`src/logic/wb_host_settings.svh`:
```
// Build-time settings for the Wishbone host subsystem
// WB_SLAVE_COUNT must stay between 2 and 15, index 15 is the pattern port
`ifndef WB_HOST_SETTINGS_SVH
`define WB_HOST_SETTINGS_SVH

// Number of bank registers behind the decoder
`define WB_SLAVE_COUNT 8

// Consecutive strobed cycles before err is forced
`define WB_TIMEOUT_CYCLES 16

// Reset value of the 192-bit pattern generator
`define WB_PATTERN_RESET 192'h123456789ABCDEF0_123456789ABCDEF0_123456789ABCDEF0

// Spacing between the reset values of neighbouring bank registers
`define WB_BANK_STRIDE 32'h0000_0200

`endif

```
`src/logic/wb_bus_pkg.sv`:
```
// Bus word, address and controller state types for the Wishbone host
// Classic single cycles only, no byte selects
`default_nettype none

package wb_bus_pkg;

    // Data word on both read and write paths
    typedef logic [31:0] wb_data_t;

    // Byte address from the master
    typedef logic [31:0] wb_addr_t;

    // Slave index, taken from address bits 7..4
    typedef logic [3:0] slave_idx_t;

    // Fixed-timing access sequence of the host controller
    typedef enum logic [1:0] {
        ST_IDLE     = 2'd0,  // Waiting for cyc and stb
        ST_DECODE   = 2'd1,  // Address settles through decoder
        ST_ACCESS   = 2'd2,  // Outcome registered here
        ST_COMPLETE = 2'd3   // ack or err visible
    } host_state_t;

endpackage

`default_nettype wire

```
`src/logic/wb_pattern_pkg.sv`:
```
// Pattern generator state and its one-bit step
// Taps at bits 191, 159 and 127, shifting left
`default_nettype none

package wb_pattern_pkg;

    // Full generator state
    typedef logic [191:0] pattern_t;

    // One shift left with the feedback bit entering at bit 0
    function automatic pattern_t pattern_step(input pattern_t state);
        logic fb;
        fb = state[191] ^ state[159] ^ state[127];
        return {state[190:0], fb};
    endfunction

endpackage

`default_nettype wire

```
`src/logic/wb_host_ctrl.sv`:
```
// Fixed four-state access controller with strobe timeout
// Master must hold its request until ack or err and drop stb right after
`default_nettype none

`include "wb_host_settings.svh"

module wb_host_ctrl (
    input  wire                          clk,
    input  wire                          rst,
    input  wire                          cyc_i,
    input  wire                          stb_i,
    input  wire                          we_i,
    input  wire  wb_bus_pkg::wb_data_t   dat_w_i,
    input  wire  wb_bus_pkg::slave_idx_t idx_i,
    input  wire                          bank_hit_i,
    input  wire                          pattern_hit_i,
    input  wire  wb_bus_pkg::wb_data_t   bank_data_i,
    input  wire  wb_bus_pkg::wb_data_t   pattern_word_i,
    output logic                         wr_en_o,
    output       wb_bus_pkg::slave_idx_t wr_idx_o,
    output       wb_bus_pkg::wb_data_t   wr_data_o,
    output       wb_bus_pkg::wb_data_t   dat_r_o,
    output logic                         ack_o,
    output logic                         err_o
);

    localparam int TO_W = $clog2(`WB_TIMEOUT_CYCLES);
    localparam logic [TO_W-1:0] TO_LAST = TO_W'(`WB_TIMEOUT_CYCLES - 1);

    wb_bus_pkg::host_state_t state_q;
    logic [TO_W-1:0]         to_cnt_q;
    logic                    strobe;
    logic                    timeout_hit;

    assign strobe      = cyc_i && stb_i;
    assign timeout_hit = (to_cnt_q == TO_LAST);

    // Counts consecutive strobed cycles
    always_ff @(posedge clk or posedge rst) begin
        if (rst) begin
            to_cnt_q <= '0;
        end else if (strobe) begin
            to_cnt_q <= to_cnt_q + 1'b1;
        end else begin
            to_cnt_q <= '0;
        end
    end

    // Bank write lands on the edge that leaves ACCESS
    assign wr_en_o   = (state_q == wb_bus_pkg::ST_ACCESS) && we_i && bank_hit_i && !timeout_hit;
    assign wr_idx_o  = idx_i;
    assign wr_data_o = dat_w_i;

    always_ff @(posedge clk or posedge rst) begin
        if (rst) begin
            state_q <= wb_bus_pkg::ST_IDLE;
            dat_r_o <= '0;
            ack_o   <= 1'b0;
            err_o   <= 1'b0;
        end else if (timeout_hit) begin
            // Timeout wins over whatever the access would have done
            ack_o   <= 1'b0;
            err_o   <= 1'b1;
            state_q <= wb_bus_pkg::ST_COMPLETE;
        end else begin
            case (state_q)
                wb_bus_pkg::ST_IDLE: begin
                    ack_o <= 1'b0;
                    err_o <= 1'b0;
                    if (strobe) begin
                        state_q <= wb_bus_pkg::ST_DECODE;
                    end
                end
                wb_bus_pkg::ST_DECODE: begin
                    state_q <= wb_bus_pkg::ST_ACCESS;
                end
                wb_bus_pkg::ST_ACCESS: begin
                    if (bank_hit_i) begin
                        if (!we_i) begin
                            dat_r_o <= bank_data_i;
                        end
                        ack_o <= 1'b1;  // Write itself goes through wr_en_o
                    end else if (pattern_hit_i && !we_i) begin
                        dat_r_o <= pattern_word_i;  // Word after two advances
                        ack_o   <= 1'b1;
                    end else begin
                        err_o <= 1'b1;  // Invalid address or pattern write
                    end
                    state_q <= wb_bus_pkg::ST_COMPLETE;
                end
                wb_bus_pkg::ST_COMPLETE: begin
                    ack_o   <= 1'b0;
                    err_o   <= 1'b0;
                    state_q <= wb_bus_pkg::ST_IDLE;
                end
                default: begin
                    state_q <= wb_bus_pkg::ST_IDLE;
                end
            endcase
        end
    end

endmodule

`default_nettype wire

```
`src/logic/wb_host_top.sv`:
```
// Wishbone host subsystem, classic single reads and writes from one master
// ack_o and err_o are one-cycle pulses, three edges after the request is seen
`default_nettype none

module wb_host_top (
    input  wire                        clk,
    input  wire                        rst,
    input  wire  wb_bus_pkg::wb_addr_t adr_i,
    input  wire  wb_bus_pkg::wb_data_t dat_w_i,
    input  wire                        we_i,
    input  wire                        cyc_i,
    input  wire                        stb_i,
    output       wb_bus_pkg::wb_data_t dat_r_o,
    output logic                       ack_o,
    output logic                       err_o
);

    wb_bus_pkg::slave_idx_t idx;
    logic                   bank_hit;
    logic                   pattern_hit;
    wb_bus_pkg::wb_data_t   pattern_word;
    wb_bus_pkg::wb_data_t   bank_data;
    logic                   wr_en;
    wb_bus_pkg::slave_idx_t wr_idx;
    wb_bus_pkg::wb_data_t   wr_data;
    logic                   pattern_adv;

    assign pattern_adv = cyc_i && stb_i;  // Generator steps on every strobed edge

    wb_slave_decoder i_wb_slave_decoder (
        .adr_i         (adr_i),
        .idx_o         (idx),
        .bank_hit_o    (bank_hit),
        .pattern_hit_o (pattern_hit)
    );

    wb_pattern_gen i_wb_pattern_gen (
        .clk    (clk),
        .rst    (rst),
        .adv_i  (pattern_adv),
        .word_o (pattern_word)
    );

    wb_slave_bank i_wb_slave_bank (
        .clk       (clk),
        .rst       (rst),
        .wr_en_i   (wr_en),
        .wr_idx_i  (wr_idx),
        .wr_data_i (wr_data),
        .rd_idx_i  (idx),
        .rd_data_o (bank_data)
    );

    wb_host_ctrl i_wb_host_ctrl (
        .clk            (clk),
        .rst            (rst),
        .cyc_i          (cyc_i),
        .stb_i          (stb_i),
        .we_i           (we_i),
        .dat_w_i        (dat_w_i),
        .idx_i          (idx),
        .bank_hit_i     (bank_hit),
        .pattern_hit_i  (pattern_hit),
        .bank_data_i    (bank_data),
        .pattern_word_i (pattern_word),
        .wr_en_o        (wr_en),
        .wr_idx_o       (wr_idx),
        .wr_data_o      (wr_data),
        .dat_r_o        (dat_r_o),
        .ack_o          (ack_o),
        .err_o          (err_o)
    );

endmodule

`default_nettype wire

```
`src/logic/wb_pattern_gen.sv`:
```
// 192-bit feedback shift register, steps once per strobed cycle
// word_o shows the low 32 bits of the current state
`default_nettype none

`include "wb_host_settings.svh"

module wb_pattern_gen (
    input  wire                        clk,
    input  wire                        rst,
    input  wire                        adv_i,
    output       wb_bus_pkg::wb_data_t word_o
);

    wb_pattern_pkg::pattern_t state_q;

    always_ff @(posedge clk or posedge rst) begin
        if (rst) begin
            state_q <= `WB_PATTERN_RESET;
        end else if (adv_i) begin
            state_q <= wb_pattern_pkg::pattern_step(state_q);
        end
    end

    // Low word feeds the pattern port
    assign word_o = state_q[31:0];

endmodule

`default_nettype wire

```
`src/logic/wb_slave_bank.sv`:
```
// Bank of WB_SLAVE_COUNT registers, one write port and one async read port
// Reset value of register j is the pattern low word plus j times the stride
`default_nettype none

`include "wb_host_settings.svh"

module wb_slave_bank (
    input  wire                          clk,
    input  wire                          rst,
    input  wire                          wr_en_i,
    input  wire  wb_bus_pkg::slave_idx_t wr_idx_i,
    input  wire  wb_bus_pkg::wb_data_t   wr_data_i,
    input  wire  wb_bus_pkg::slave_idx_t rd_idx_i,
    output       wb_bus_pkg::wb_data_t   rd_data_o
);

    localparam int IDX_W = $clog2(`WB_SLAVE_COUNT);
    localparam wb_bus_pkg::slave_idx_t SLAVE_LIMIT =
        wb_bus_pkg::slave_idx_t'(`WB_SLAVE_COUNT);
    localparam wb_pattern_pkg::pattern_t RESET_PATTERN = `WB_PATTERN_RESET;

    wb_bus_pkg::wb_data_t regs_q [`WB_SLAVE_COUNT];

    logic wr_in_range;
    logic rd_in_range;

    assign wr_in_range = (wr_idx_i < SLAVE_LIMIT);
    assign rd_in_range = (rd_idx_i < SLAVE_LIMIT);

    always_ff @(posedge clk or posedge rst) begin
        if (rst) begin
            for (int j = 0; j < `WB_SLAVE_COUNT; j++) begin
                regs_q[j] <= RESET_PATTERN[31:0] + wb_bus_pkg::wb_data_t'(j) * `WB_BANK_STRIDE;
            end
        end else if (wr_en_i && wr_in_range) begin
            regs_q[wr_idx_i[IDX_W-1:0]] <= wr_data_i;
        end
    end

    // Out-of-range reads return zero, the controller flags them anyway
    always_comb begin
        if (rd_in_range) begin
            rd_data_o = regs_q[rd_idx_i[IDX_W-1:0]];
        end else begin
            rd_data_o = '0;
        end
    end

endmodule

`default_nettype wire

```
`src/logic/wb_slave_decoder.sv`:
```
// Combinational address decoder, slave index in address bits 7..4
// Any address with bits 31..8 set is invalid
`default_nettype none

`include "wb_host_settings.svh"

module wb_slave_decoder (
    input  wire  wb_bus_pkg::wb_addr_t   adr_i,
    output       wb_bus_pkg::slave_idx_t idx_o,
    output logic                         bank_hit_o,
    output logic                         pattern_hit_o
);

    localparam wb_bus_pkg::slave_idx_t PATTERN_IDX = 4'hF;
    localparam wb_bus_pkg::slave_idx_t SLAVE_LIMIT =
        wb_bus_pkg::slave_idx_t'(`WB_SLAVE_COUNT);

    logic upper_zero;

    assign idx_o      = adr_i[7:4];
    assign upper_zero = (adr_i[31:8] == 24'h0);  // Only the low page is mapped

    always_comb begin
        bank_hit_o    = 1'b0;
        pattern_hit_o = 1'b0;
        if (upper_zero) begin
            if (idx_o < SLAVE_LIMIT) begin
                bank_hit_o = 1'b1;
            end
            if (idx_o == PATTERN_IDX) begin
                pattern_hit_o = 1'b1;  // Read-only pattern port
            end
        end
    end

endmodule

`default_nettype wire

```
`config.mk`:
```
export PLATFORM = sky130hd
export DESIGN_NAME = wb_host_top
export DESIGN_NICKNAME = d
export VERILOG_FILES = /design/src/logic/wb_bus_pkg.sv /design/src/logic/wb_pattern_pkg.sv /design/src/logic/wb_host_ctrl.sv /design/src/logic/wb_host_top.sv /design/src/logic/wb_pattern_gen.sv /design/src/logic/wb_slave_bank.sv /design/src/logic/wb_slave_decoder.sv
export VERILOG_INCLUDE_DIRS = /design/src /design/src/logic
export SDC_FILE = /design/constraint.sdc
export NUM_CORES = 1
export LEC_CHECK = 0
export BUFFER_PORTS_ARGS = -buffer_cell sky130_fd_sc_hd__buf_4
export CORE_ASPECT_RATIO = 0.5
export CORE_MARGIN = 8
export CORE_UTILIZATION = 60
export CTS_BUF_LIST = sky130_fd_sc_hd__clkbuf_8
export CTS_CLUSTER_SIZE = 28
export DETAILED_ROUTE_END_ITERATION = 12
export PLACE_DENSITY = 0.78
export SLEW_MARGIN = 20
export SYNTH_ARGS = -nofsm -noshare
export SYNTH_HDL_FRONTEND = slang
export SYNTH_HIERARCHICAL = 1
export SYNTH_SLANG_ARGS = --single-unit
```
`constraint.sdc`:
```
create_clock -name clk -period 8.7 [get_ports clk]
set_input_delay 0.435 -clock clk [delete_from_list [all_inputs] [get_ports clk]]
set_output_delay 0.435 -clock clk [all_outputs]
set_load 0.1 [all_outputs]
```
Word-level counts from Yosys, hierarchy flattened:

Cells that the tools add are included.

* register bits: 488
* word-level logic and storage cells: 75

* muxes and demuxes: 26
* equality and inequality tests: 10
* bitwise logic cells: 4
* reductions and logical operators: 17
* $lt $le $gt $ge: 3
* add/sub/neg operators: 1

Operators by type and width (number)
* bitwise mux 256 bit: 1
* 2-to-1 mux 32 bit: 7
* binary-select mux 32 bit (select 3 bit): 1
* demux 32 bit (select 3 bit): 1
* zero test 24 bit: 1
* 2-to-1 mux 1 bit: 10
* == test 4 bit, second input constant: 2
* one-hot mux 2 bit (4 select lines): 1
* logical AND 1 bit: 7
* adder 4 x 1 -> 4 bit, second input constant: 1
* == test 2 bit, second input constant: 2
* greater-or-equal comparator 4 bit, second input constant: 1
* < comparator 4 x 1 -> 1 bit, second input constant: 1
* < comparator 4 bit, second input constant: 1
* 2-to-1 mux 2 bit: 2
* 2-to-1 mux 4 bit: 1
* != test 4 x 2 -> 1 bit, second input constant: 1
* NOT 3 -> 4 bit: 1
* one-hot mux 1 bit (2 select lines): 2
* AND reduction 4 bit: 1
* != test 3 x 1 -> 1 bit, second input constant: 1
* != test 3 x 2 -> 1 bit, second input constant: 1
* != test 3 bit, second input constant: 1
* AND reduction 3 bit: 1
* 10 further kinds: 12

Logic depth before layout (Yosys ltp):

Gate-level depths: netlist of the first run.

* depth after elaboration: 8
* gate-level depth with buffers: 12

By module:

Netlist of the first run, hierarchy kept.

By module, submodules not included
* wb_slave_bank: cells each 702, times used 1, area an instance 11715.0 sq um, sequential area each 6581.3 sq um
* wb_pattern_gen: cells each 439, times used 1, area an instance 7584.8 sq um, sequential area each 4924.7 sq um
* wb_host_ctrl: cells each 185, times used 1, area an instance 2437.3 sq um, sequential area each 1001.0 sq um
* wb_slave_decoder: cells each 15, times used 1, area an instance 93.8 sq um, sequential area each 0.0 sq um
* wb_host_top: cells each 1, times used 1, area an instance 6.3 sq um, sequential area each 0.0 sq um

Least setup slack after synthesis of the first run:

No wires, ideal clock.

* kind: input to register
* start: input adr_i[29]
* end: register i_wb_slave_bank/regs_q[54] (netlist bit)
* cell stages on the path: 12
* arrival: 2747 ps
* path slack: 5825 ps
* setup time: 128 ps
* path buffers: 4
* cell sequence: nor4_1 -> nand4_1 -> nor3_1 -> buf_6 -> buf_2 -> inv_1 -> nor3_1 -> nor3b_2 -> and3_1 -> buf_2 -> buf_2 -> mux2_1

* longest elaborated chain between the ends: 5

Ends and longest elaborated chain
* start: declaration: RTL line wb_host_top.sv:8 `input wire wb_bus_pkg::wb_addr_t adr_i,`
* zero test 24 bit: RTL line wb_slave_decoder.sv:21 `assign upper_zero = (adr_i[31:8] == 24'h0);`
* 2-to-1 mux 1 bit: RTL line wb_slave_decoder.sv:26 `if (upper_zero) begin`
* via bank_hit: RTL line wb_host_top.sv:19 `logic bank_hit;`
* logical AND 1 bit (2 in a row): RTL line wb_host_ctrl.sv:50 `assign wr_en_o = (state_q == wb_bus_pkg::ST_ACCESS) && we_i && bank_hit_i && !timeout_hit;`
* via wr_en: RTL line wb_host_top.sv:23 `logic wr_en;`
* logical AND 1 bit: RTL line wb_slave_bank.sv:35 `end else if (wr_en_i && wr_in_range) begin`
* end signal: indexed assignment: RTL line wb_slave_bank.sv:33 `` regs_q[j] <= RESET_PATTERN[31:0] + wb_bus_pkg::wb_data_t'(j) * `WB_BANK_STRIDE; ``
* end signal: indexed assignment: RTL line wb_slave_bank.sv:36 `regs_q[wr_idx_i[IDX_W-1:0]] <= wr_data_i;`
* end: declaration: RTL line wb_slave_bank.sv:22 `` wb_bus_pkg::wb_data_t regs_q [`WB_SLAVE_COUNT]; ``

The timed path passes the listed nets, and every way through them passes these cells.
A chain may end at the register's enable or synchronous reset.

Final worst setup path of the first run:

* start: input adr_i[23]
* end: register i_wb_slave_bank/regs_q[221] (netlist bit)

Same word-level chain as after synthesis.

==> metrics.cfg, run 1 <==
[routing]
viasPerCell = 5.752
ant_nets = 0
dr_total_vias = 11040
totalWireLength_um = 41040
drt_pre_antenna_iters = 4
drc = 0
wl_per_cell_um = 21.38
drt_iter0_drc = 544

[flow_run]
maxCapViolCount = 0

[power]
ir_drop_mv = 0.1008
powerDensity_mw_per_mm2 = 183.0
leakagePower_nw = 11.20
power_mw = 4.327

[worst_setup_path]
crit_top_cell = buf_4
setup.worst_path.end_class = register
crit_chain = buf_4 > nor4_1 > nand4_1 > nor3_2 > buf_4 > inv_1 > nor3_1 > nand3b_1 > nand2b_1 > buf_4 > mux2_1
required_ps = 9200
critPathSlowestCell = nand2b_1
cpPeakStageDelay_ps = 530
worstSetupPathType = input pin to register
arrival_ps = 3910
critPathLaunchType = input pin
cp-startpoint = adr_i[23]
crit_path_max_fanout = 35
regToRegStartpoint = i_wb_host_ctrl/to_cnt_q[0]$_DFF_PP0_

[sta]
rsz0062_at_grt = no
fin_skew_ps = 30.21
fin_crit_sh = 0.3922
min_period_ps = 3413
setup-tns-final_ps = 0
setup_viol = 0
relSlewSlack = 0.3897
setup_ws_ps = 5287
timing_worst_slew_pin_value_ps = 915.5
final_max_slew_viol_count = 0
clock.fmax_mhz = 293.0
hold_viol = 0

[floorplan]
dieArea_sq_mm = 0.04313
core_area_sq_mm = 0.03587
ios = 103
initial_core_util = 0.6089
fp-row-count = 49
die_height_um = 150.9
die_w_um = 285.8

[cts]
clockRootBuffer = clkbuf_8
clkTransAtPathRegs_ps = 70
htree_levels = 3
cts_buffer_depth = 3
clk-insertion-delay-late_ps = 650
cts.sinks = 488
cts_resized = 0
cts_setup_buffers = 0
postCtsHoldBufs = 1
numCtsBuffers = 68
cts_tree = yes

[logic_synthesis]
netlist_area_sq_mm = 0.02184
synth_nets = 1415
ys_types = 34
synth_edf_count = 0
synth-seq-area-share = 0.5727
yosys_warnings = 6
syn_area_per_cell_sq_um = 16.27
synthFlopType = dfrtp_1
synthCells = 1342
async_flop_share = 1.000
synth_seq_cells = 488

[grt]
grt.total_usage = 0.1955
grt_pass1_vias = 12380
grt_pass1_wl_um = 66900
grt_max_degree = 100
grt-ovfl-total = 0
antenna_found_initial = 0

[place]
pre_cts_ws_ps = 4700
dp_hpwl_um = 25260
routabilityCongestion = 0.7603
place_area_sq_mm = 0.02223
numPortBuffers = 98

[final_layout]
finalInstanceArea_sq_mm = 0.02364
fin_util = 0.6592
drive_gt1_frac = 0.6838
fin_nets = 1453
area_delta_synth_final_pct = 8.274
n_fill_cell = 2454
antenna_cells = 0

[hold_path]
min-delay-path-class = input pin to register
worstHoldStart = dat_w_i[28]

[outcome]
status = completed

==> final timing paths <==
path	to	slack (ps)	cells past startpoint
max	i_wb_slave_bank/regs_q[221]$_DFFE_PP0P_	5290	11
min	i_wb_slave_bank/regs_q[60]$_DFFE_PP1P_	60	2
max reg2reg	i_wb_slave_bank/regs_q[221]$_DFFE_PP0P_	5620	8
min reg2reg	i_wb_host_ctrl/to_cnt_q[0]$_DFF_PP0_	470	1
max in group asynchronous	i_wb_slave_bank/regs_q[158]$_DFFE_PP0P_	6750	4
min in group asynchronous	i_wb_slave_bank/regs_q[128]$_DFFE_PP0P_	490	3
==> cell families (layout without fill, tap and decap cells) <==
family	after synthesis	in the layout	share of synthesized area
AOI/OAI and AO/OA	8	8	0.002980
xor gates and xnor gates	3	3	0.001891
adders and majority gates	4	4	0.002292
buffers and inverters	156	250	0.05248
DFF	488	488	0.5727
muxes	610	610	0.3508
and+or+nand+nor	73	73	0.01685
==> area by class of cell <==
type	instances	area [sq um]	area share
Clock buffer	84	1156	0.04890
Multi-Input combinational cell	698	8212	0.3473
Timing Repair Buffer	117	888.4	0.03757
Clock inverter	42	236.5	0.01000
Sequential cell	488	12510	0.5290
Inverter	7	38.79	0.001640
Tap cell	484	605.6	0.02561
==> per-layer routing <==
layer	global-route usage	up-vias	wire length [um]
li1	-	4870	-
met1	0.2544	5917	17690
met2	0.3215	190	20290
met3	0.04583	67	2073
met4	0.07429	0	989
met5	0	-	0
==> cell usage after synthesis, types with 2 or more instances <==
| cell | instances | area share |
|---|---|---|
| a21oi_1 | 2 | 0.00046 |
| a31oi_1 | 3 | 0.00086 |
| and3_1 | 4 | 0.0011 |
| buf_1 | 3 | 0.00052 |
| buf_2 | 25 | 0.0057 |
| buf_4 | 90 | 0.031 |
| buf_6 | 21 | 0.011 |
| buf_8 | 3 | 0.0021 |
| clkbuf_1 | 7 | 0.0012 |
| dfrtp_1 | 252 | 0.29 |
| dfstp_2 | 236 | 0.28 |
| ha_1 | 4 | 0.0023 |
| inv_1 | 7 | 0.0012 |
| mux2_1 | 52 | 0.027 |
| mux2_2 | 430 | 0.22 |
| mux2_4 | 30 | 0.021 |
| mux2i_1 | 34 | 0.016 |
| mux4_2 | 64 | 0.066 |
| nand2_1 | 7 | 0.0012 |
| nand2b_1 | 2 | 0.00057 |
| nand3b_1 | 3 | 0.0010 |
| nand4_1 | 2 | 0.00057 |
| nor2_1 | 40 | 0.0069 |
| nor3_1 | 3 | 0.00069 |
| nor3b_2 | 3 | 0.0017 |
| nor4_1 | 6 | 0.0017 |
| o21ai_0 | 2 | 0.00046 |
==> flip-flops by register name, summed over array words and instances, names as in the netlist <==
name and count:
i_wb_slave_bank/regs_q 256, i_wb_pattern_gen/state_q 192, i_wb_host_ctrl/ack_o 1, i_wb_host_ctrl/err_o 1
i_wb_host_ctrl/to_cnt_q 4, i_wb_host_ctrl/dat_r_o 32, i_wb_host_ctrl/state_q 2
==> report_power, final <==
group / leakage (nW) / internal (mW) / switching (mW)
sequential: 5.94 / 2.29 / 0.00615
combinational: 4.44 / 0.0827 / 0.175
clock: 0.817 / 0.936 / 0.841
==> critical path: cells and delay by family <==
kind | cells | cell delay, ps
mux | 1 | 360
buf+inv | 4 | 1080
simple gates | 6 | 2000
==> placed cells by master (no fill, tap or decap), drive strengths merged, types with 3 or more instances in the layout <==
| cell type | synthesis | final |
|---|---|---|
| clkbuf | 7 | 84 |
| nand3b | 3 | 3 |
| mux2i | 34 | 34 |
| mux4 | 64 | 64 |
| nor3 | 3 | 3 |
| mux2 | 512 | 512 |
| inv | 7 | 37 |
| clkinvlp | 0 | 4 |
| dfrtp | 252 | 252 |
| clkinv | 0 | 6 |
| nand2 | 7 | 7 |
| ha | 4 | 4 |
| nor4 | 6 | 6 |
| dfstp | 236 | 236 |
| a31oi | 3 | 3 |
| and3 | 4 | 4 |
| buf | 142 | 116 |
| nor2 | 40 | 40 |
| nor3b | 3 | 3 |
==> per-stage QoR <==
step                      hold WS, ps  instances
after floorplan                 433.1       1342
after global placement          445.2       1793
after detailed placement        455.0       1793
after CTS                       21.25       1920
after global routing            39.89       1920
final                           63.28       1920
No activity file was read; power rests on OpenSTA's default activity.
==> inputs of run 2 (changes only) <==
- CORE_UTILIZATION: 60 -> 58
- PLACE_DENSITY: 0.78 -> 0.79
- clock period: 8.7 -> 3 ns (I/O delays scaled with it)
==> run 2 against run 1 <==
Effect of this change:
- critical path depth down 2
- register-to-register slack worse by 5400 ps
- clock-buffer cell count fell by 4
- sequential power grew to 2.9 times the previous value
- core utilization decreased by 0.69 points
- clock skew shrank 0.93 ps
- routed wire length shrank 0.22%
- clock power grew to 2.8 times the previous value
- power rose to 2.9 times the previous value
==> metrics.cfg, run 2 (synthesis results as in run 1) <==
[routing]
ant_nets = 0  ; unchanged
drt_iter0_drc = 653  ; was 544
totalWireLength_um = 40950  ; was 41040 um
drt_pre_antenna_iters = 4  ; unchanged
wl_per_cell_um = 20.56  ; was 21.38 um
dr_total_vias = 11240  ; was 11040
drc = 0  ; unchanged
viasPerCell = 5.641  ; was 5.752

[grt]
grt.total_usage = 0.1862  ; was 0.1955
gr-usage-met2 = 0.3015  ; was 0.3215
grt.busiest_layer = met2  ; unchanged
grt_use_met3 = 0.03889  ; was 0.04583
grt_max_degree = 173  ; was 100
antenna_found_initial = 0  ; unchanged
grt_pass1_wl_um = 67050  ; was 66900 um
grtUsageMet1 = 0.2520  ; was 0.2544
grt-ovfl-total = 0  ; unchanged
grt_pass1_vias = 12250  ; was 12380

[worst_setup_path]
regToRegEndpoint = i_wb_slave_bank/regs_q[144]$_DFFE_PP0P_  ; was i_wb_slave_bank/regs_q[221]$_DFFE_PP0P_
setup.worst_path.end_class = register  ; unchanged
r2r_slack_ps = 260  ; was 5620 ps
cp-endpoint = i_wb_slave_bank/regs_q[144]$_DFFE_PP0P_  ; was i_wb_slave_bank/regs_q[221]$_DFFE_PP0P_
required_ps = 3490  ; was 9200 ps
regToRegStartpoint = i_wb_host_ctrl/to_cnt_q[0]$_DFF_PP0_  ; unchanged
worstSetupPathType = register to register  ; was input pin to register
crit_path_max_fanout = 11  ; was 35
cp-startpoint = i_wb_host_ctrl/to_cnt_q[0]$_DFF_PP0_  ; was adr_i[23]
critPathLaunchType = register  ; was input pin
arrival_ps = 3230  ; was 3910 ps
ff2ff_path_depth = 9  ; was 8

[floorplan]
ios = 103  ; unchanged
fp-row-count = 50  ; was 49
initial_core_util = 0.5867  ; was 0.6089
core_area_sq_mm = 0.03722  ; was 0.03587 sq mm
dieArea_sq_mm = 0.04449  ; was 0.04313 sq mm
die_height_um = 153.2  ; was 150.9 um
die_w_um = 290.4  ; was 285.8 um

[sta]
rsz0062_at_grt = no  ; unchanged
fin_crit_sh = 0.9130
fin_skew_ps = 29.28  ; was 30.21 ps
final_max_slew_viol_count = 0  ; unchanged
min_period_ps = 2739
relSlewSlack = 0.4090  ; was 0.3897
clock.fmax_mhz = 365.1
setup_viol = 0  ; unchanged
setup_ws_ps = 260.9  ; was 5287 ps
hold_viol = 0  ; unchanged
timing_worst_slew_pin_value_ps = 886.6  ; was 915.5 ps

[final_layout]
final_cells = 1992  ; was 1920
reg_top3 = i_wb_slave_bank/regs_q x256, i_wb_pattern_gen/state_q x192, i_wb_host_ctrl/dat_r_o x32  ; unchanged
seq_area_sq_mm = 0.01251  ; unchanged
layout_common_cells = mux2_2 (430), dfrtp_1 (252), dfstp_2 (236)  ; unchanged
largest-register = i_wb_slave_bank/regs_q  ; unchanged
finalInstanceArea_sq_mm = 0.02428  ; was 0.02364 sq mm
final_common_cell = mux2_2  ; unchanged
area_delta_synth_final_pct = 11.20  ; was 8.274%
largest_register_ffs = 256  ; unchanged
n_fill_cell = 2484  ; was 2454
multi_input_area_sq_mm = 0.008214  ; was 0.008212 sq mm
drive_gt1_frac = 0.6669  ; was 0.6838
antenna_cells = 0  ; unchanged
fin_nets = 1514  ; was 1453

[power]
powerDensity_mw_per_mm2 = 515.3  ; was 183.0 mW/mm^2
leakagePower_nw = 11.53  ; was 11.20 nW
ir_drop_mv = 0.2832  ; was 0.1008 mV

[cts]
cts_buffer_depth = 3  ; unchanged
htree_levels = 3  ; unchanged
cts_setup_buffers = 0  ; unchanged
clkTransAtPathRegs_ps = 70  ; about the same
cts.sinks = 488  ; unchanged
numCtsBuffers = 70  ; was 68
cts_resized = 0  ; unchanged
clk-insertion-delay-late_ps = 620  ; was 650 ps
postCtsHoldBufs = 37  ; was 1
clockRootBuffer = clkbuf_8  ; unchanged
cts_tree = yes  ; unchanged

[place]
routabilityCongestion = 0.7886  ; was 0.7603
dp_hpwl_um = 26070  ; was 25260 um
pre_cts_ws_ps = 55.06  ; was 4700 ps
placed_cells = 1826  ; was 1793
place_area_sq_mm = 0.02255  ; was 0.02223 sq mm
numPortBuffers = 98  ; unchanged

[outcome]
status = completed  ; unchanged

[hold_path]
min-delay-path-class = input pin to register  ; unchanged
worstHoldStart = adr_i[21]  ; was dat_w_i[28]

[flow_run]
maxCapViolCount = 0  ; unchanged

## run 2: cell count changes in the layout (fill, tap and decap cells not counted), sizes merged
cell | before | now
buf | 116 | 139
clkbuf | 84 | 80
clkinv | 6 | 5
clkinvlp | 4 | 2
dlygate4sd3 | 1 | 37
inv | 37 | 47
## run 2: stage by stage
stage,hold WS [ps],power (mW),TNS [ps],util
floorplan,309.8,7.355,-47250,-
global placement,223.3,7.494,0,0.6059
detailed placement,232.9,7.535,0,0.6059
CTS,89.51,12.68,0,0.6522
global route,131.5,13.07,0,0.6523
finish,133.1,12.51,0,0.6523
## run 2: worst min-delay path by stage
stage	end	slack, ps	depth (start not counted)
floorplan	i_wb_host_ctrl/to_cnt_q[1]$_DFF_PP0_	310	1
CTS	i_wb_host_ctrl/ack_o$_DFFE_PP0P_	90	7
global route	i_wb_host_ctrl/ack_o$_DFFE_PP0P_	130	7
finish	i_wb_host_ctrl/ack_o$_DFFE_PP0P_	130	7
global placement	i_wb_pattern_gen/state_q[32]$_DFFE_PP0P_	220	2
detailed placement	i_wb_pattern_gen/state_q[3]$_DFFE_PP0P_	230	2
## run 2: cell type report
cell class	count	area share
well taps	494	0.02545
repair buffers	176	0.06405
flip-flops and latches	488	0.5151
multi-input cells	698	0.3383
clock inverters	49	0.01041
inverters	7	0.001391
clock buffers	80	0.04534
## run 2: worst max-delay path, stage by stage, from the launching register on
cell and delay (ps):
dfrtp_1 400, ha_1 290, nand3_4 130, nand2_1 60
nor3_1 310, buf_4 200, nand3b_1 260, nor3b_4 330
buf_4 280, mux2_2 370
## run 2: power by group
part           switching (mW)  leakage [nW]  internal (mW)
clock network            2.44         0.845           2.62
logic                   0.523          4.74          0.287
registers              0.0175          5.94           6.63
## run 2: routing by layer
layer	wire, um	vias to the layer above
li1	-	4986
met1	18390	6007
met2	20030	165
met3	1497	79
met4	1034	0
met5	0	-
==> inputs of run 3 (changes only) <==
- CORE_UTILIZATION: 58 -> 60
- CTS_BUF_LIST: sky130_fd_sc_hd__clkbuf_8 -> sky130_fd_sc_hd__clkbuf_2
- PLACE_DENSITY: 0.79 -> 0.89
- clock period: 3 -> 2.7 ns (I/O delays scaled with it)
==> run 3 against run 2 <==
Effect of this change:
- the run now ends with negative setup slack left
- via count grew 9.2%
- routed wire length grew 16%
- sequential power grew 11%
- core utilization grew 3.7 points
- clock power shrank 5.0%
- final cell count grew 6.3%
- combinational power grew 25%
- global-route usage grew 2.6 points
- critical path depth grew 2
- clock-buffer cell count grew 98
==> metrics.cfg, run 3 (synthesis results as in run 1) <==
[outcome]
status = complete, but fails checks  ; was completed
violations = negative setup slack

[final_layout]
largest_register_ffs = 256  ; unchanged
area_delta_synth_final_pct = 13.26  ; was 11.20%
final_cells = 2118  ; was 1992
fin_util = 0.6896  ; was 0.6523
multi_input_area_sq_mm = 0.008249  ; was 0.008214 sq mm
largest-register = i_wb_slave_bank/regs_q  ; unchanged
final_common_cell = mux2_2  ; unchanged
n_fill_cell = 2101  ; was 2484
layout_common_cells = mux2_2 (430), dfrtp_1 (252), dfstp_2 (236)  ; unchanged
reg_top3 = i_wb_slave_bank/regs_q x256, i_wb_pattern_gen/state_q x192, i_wb_host_ctrl/dat_r_o x32  ; unchanged
finalInstanceArea_sq_mm = 0.02473  ; was 0.02428 sq mm
fin_nets = 1612  ; was 1514
seq_area_sq_mm = 0.01251  ; unchanged
drive_gt1_frac = 0.6810  ; was 0.6669

[power]
powerDensity_mw_per_mm2 = 533.6  ; was 515.3 mW/mm^2
leakagePower_nw = 11.84  ; was 11.53 nW
power_mw = 13.20  ; was 12.51 mW
ir_drop_mv = 0.2831  ; was 0.2832 mV

[sta]
setup-tns-final_ps = -55.16  ; was 0 ps
relSlewSlack = 0.4002  ; was 0.4090
fin_skew_ps = 66.67  ; was 29.28 ps
clock.fmax_mhz = 367.4  ; was 365.1 MHz
final_max_slew_viol_count = 0  ; unchanged
min_period_ps = 2722  ; was 2739 ps
timing_worst_slew_pin_value_ps = 897.8  ; was 886.6 ps
setup_viol = 4  ; was 0
fin_crit_sh = 1.008  ; was 0.9130
setup_ws_ps = -21.78  ; was 260.9 ps
hold_viol = 0  ; unchanged

[hold_path]
min-delay-path-class = input pin to register  ; unchanged
hold_end = i_wb_host_ctrl/err_o$_DFFE_PP0P_  ; was i_wb_host_ctrl/ack_o$_DFFE_PP0P_
worstHoldStart = we_i  ; was adr_i[21]
hold-path-cell-count = 5  ; was 7

[worst_setup_path]
crit_path_max_fanout = 12  ; was 11
regToRegEndpoint = i_wb_slave_bank/regs_q[72]$_DFFE_PP0P_  ; was i_wb_slave_bank/regs_q[144]$_DFFE_PP0P_
arrival_ps = 3610  ; was 3230 ps
regToRegStartpoint = i_wb_host_ctrl/state_q[0]$_DFFE_PP0P_  ; was i_wb_host_ctrl/to_cnt_q[0]$_DFF_PP0_
ff2ff_path_depth = 11  ; was 9
worstSetupPathType = register to register  ; unchanged
setup.worst_path.end_class = register  ; unchanged
required_ps = 3590  ; was 3490 ps
critPathLaunchType = register  ; unchanged
r2r_slack_ps = -20  ; was 260 ps

[routing]
dr_total_vias = 12270  ; was 11240
viasPerCell = 5.794  ; was 5.641
totalWireLength_um = 47660  ; was 40950 um
drt_iter0_drc = 724  ; was 653
drt_pre_antenna_iters = 5  ; was 4
wl_per_cell_um = 22.50  ; was 20.56 um
ant_nets = 0  ; unchanged
drc = 0  ; unchanged

[floorplan]
fp-row-count = 49  ; was 50
ios = 103  ; unchanged
dieArea_sq_mm = 0.04313  ; was 0.04449 sq mm
core_area_sq_mm = 0.03587  ; was 0.03722 sq mm
die_w_um = 285.8  ; was 290.4 um
initial_core_util = 0.6089  ; was 0.5867
die_height_um = 150.9  ; was 153.2 um

[cts]
clkTransAtPathRegs_ps = 130  ; was 70 ps
cts.sinks = 488  ; unchanged
cts_tree = yes  ; unchanged
clk-insertion-delay-late_ps = 1060  ; was 620 ps
htree_levels = 3  ; unchanged
clockRootBuffer = clkbuf_2  ; was clkbuf_8
numCtsBuffers = 106  ; was 70
cts_buffer_depth = 3  ; unchanged

[place]
dp_hpwl_um = 27750  ; was 26070 um
routabilityCongestion = 0.7979  ; was 0.7886
placed_cells = 1824  ; was 1826
numPortBuffers = 98  ; unchanged
place_area_sq_mm = 0.02271  ; was 0.02255 sq mm

[grt]
grt.total_usage = 0.2125  ; was 0.1862
gr-usage-met2 = 0.3695  ; was 0.3015
grt.busiest_layer = met2  ; unchanged
grtUsageMet1 = 0.2569  ; was 0.2520
grt_pass1_vias = 13620  ; was 12250
grt_use_met3 = 0.05152  ; was 0.03889
grt-ovfl-total = 0  ; unchanged
antenna_found_initial = 1  ; was 0
grt_pass1_wl_um = 73160  ; was 67050 um
grt_max_degree = 77  ; was 173

[flow_run]
maxCapViolCount = 0  ; unchanged

==> run 3: cell count changes in the layout (fill, tap and decap cells not counted), moves of 4 or more <==
cell	before	now
clkbuf_2	0	178
clkbuf_8	80	0
dlygate4sd3_1	37	83
inv_1	45	5
clkinv_1	0	20
buf_12	11	21
clkinv_2	5	0
buf_4	127	131
==> run 3: area by class of cell <==
cell class | count | share of cell area
Clock inverter | 24 | 0.005919
Tap cell | 484 | 0.02449
Sequential cell | 488 | 0.5057
Multi-Input combinational cell | 698 | 0.3335
Clock buffer | 178 | 0.03602
Timing Repair Buffer | 238 | 0.09288
Inverter | 7 | 0.001366
Antenna cell | 1 | 0.0001012
==> run 3: repair_timing <==
item                                    in CTS  in global routing
hold buffers                                84                  0
endpoints found under the setup margin       0                288
setup buffers                                0                  5
endpoints found under the hold margin      860                  0
resized for setup                            0                 14
==> run 3: routing by layer <==
layer / routed length, um / up-vias
met1: 18550 / 6503
met4: 1745 / 0
met2: 24870 / 407
li1: - / 5238
met5: 0 / -
met3: 2497 / 124
==> run 3: how the worst max path moves through the flow <==
stage | start | depth (start not counted) | end | slack, ps
floorplan | rst | 1 | i_wb_slave_bank/regs_q[0]$_DFFE_PP0P_ | -690
global placement | adr_i[22] | 11 | i_wb_slave_bank/regs_q[81]$_DFFE_PP0P_ | -30
detailed placement | adr_i[23] | 11 | i_wb_slave_bank/regs_q[34]$_DFFE_PP0P_ | -60
CTS | i_wb_host_ctrl/to_cnt_q[0]$_DFF_PP0_ | 9 | i_wb_slave_bank/regs_q[61]$_DFFE_PP0P_ | 9
global route | i_wb_host_ctrl/state_q[0]$_DFFE_PP0P_ | 11 | i_wb_slave_bank/regs_q[74]$_DFFE_PP0P_ | -130
finish | i_wb_host_ctrl/state_q[0]$_DFFE_PP0P_ | 11 | i_wb_slave_bank/regs_q[72]$_DFFE_PP0P_ | -20
==> run 3: through the flow <==
stage               hold slack [ps]  setup slack, ps
global route                  90.97           -126.8
CTS                           34.86            9.142
floorplan                     294.8           -692.3
finish                        112.7           -21.78
detailed placement            47.17           -58.40
global placement              44.70           -29.62
==> run 3: where the power goes <==
group	internal (mW)	total, mW	leakage (nW)	switching, mW
registers	7.36	7.39	5.94	0.0257
logic	0.380	1.01	5.10	0.628
clock network	1.90	4.80	0.803	2.90
total	9.65	13.2	11.8	3.55
==> run 3: critical path, cell delays in order (launching register included) <==
cell and delay (ps):
dfrtp_1 420, inv_1 100, ha_1 320, nand2_1 150, nor3_4 260, buf_4 170, nand3b_1 80, buf_4 190
nor3b_4 230, buf_4 180, buf_12 160, mux2_2 350
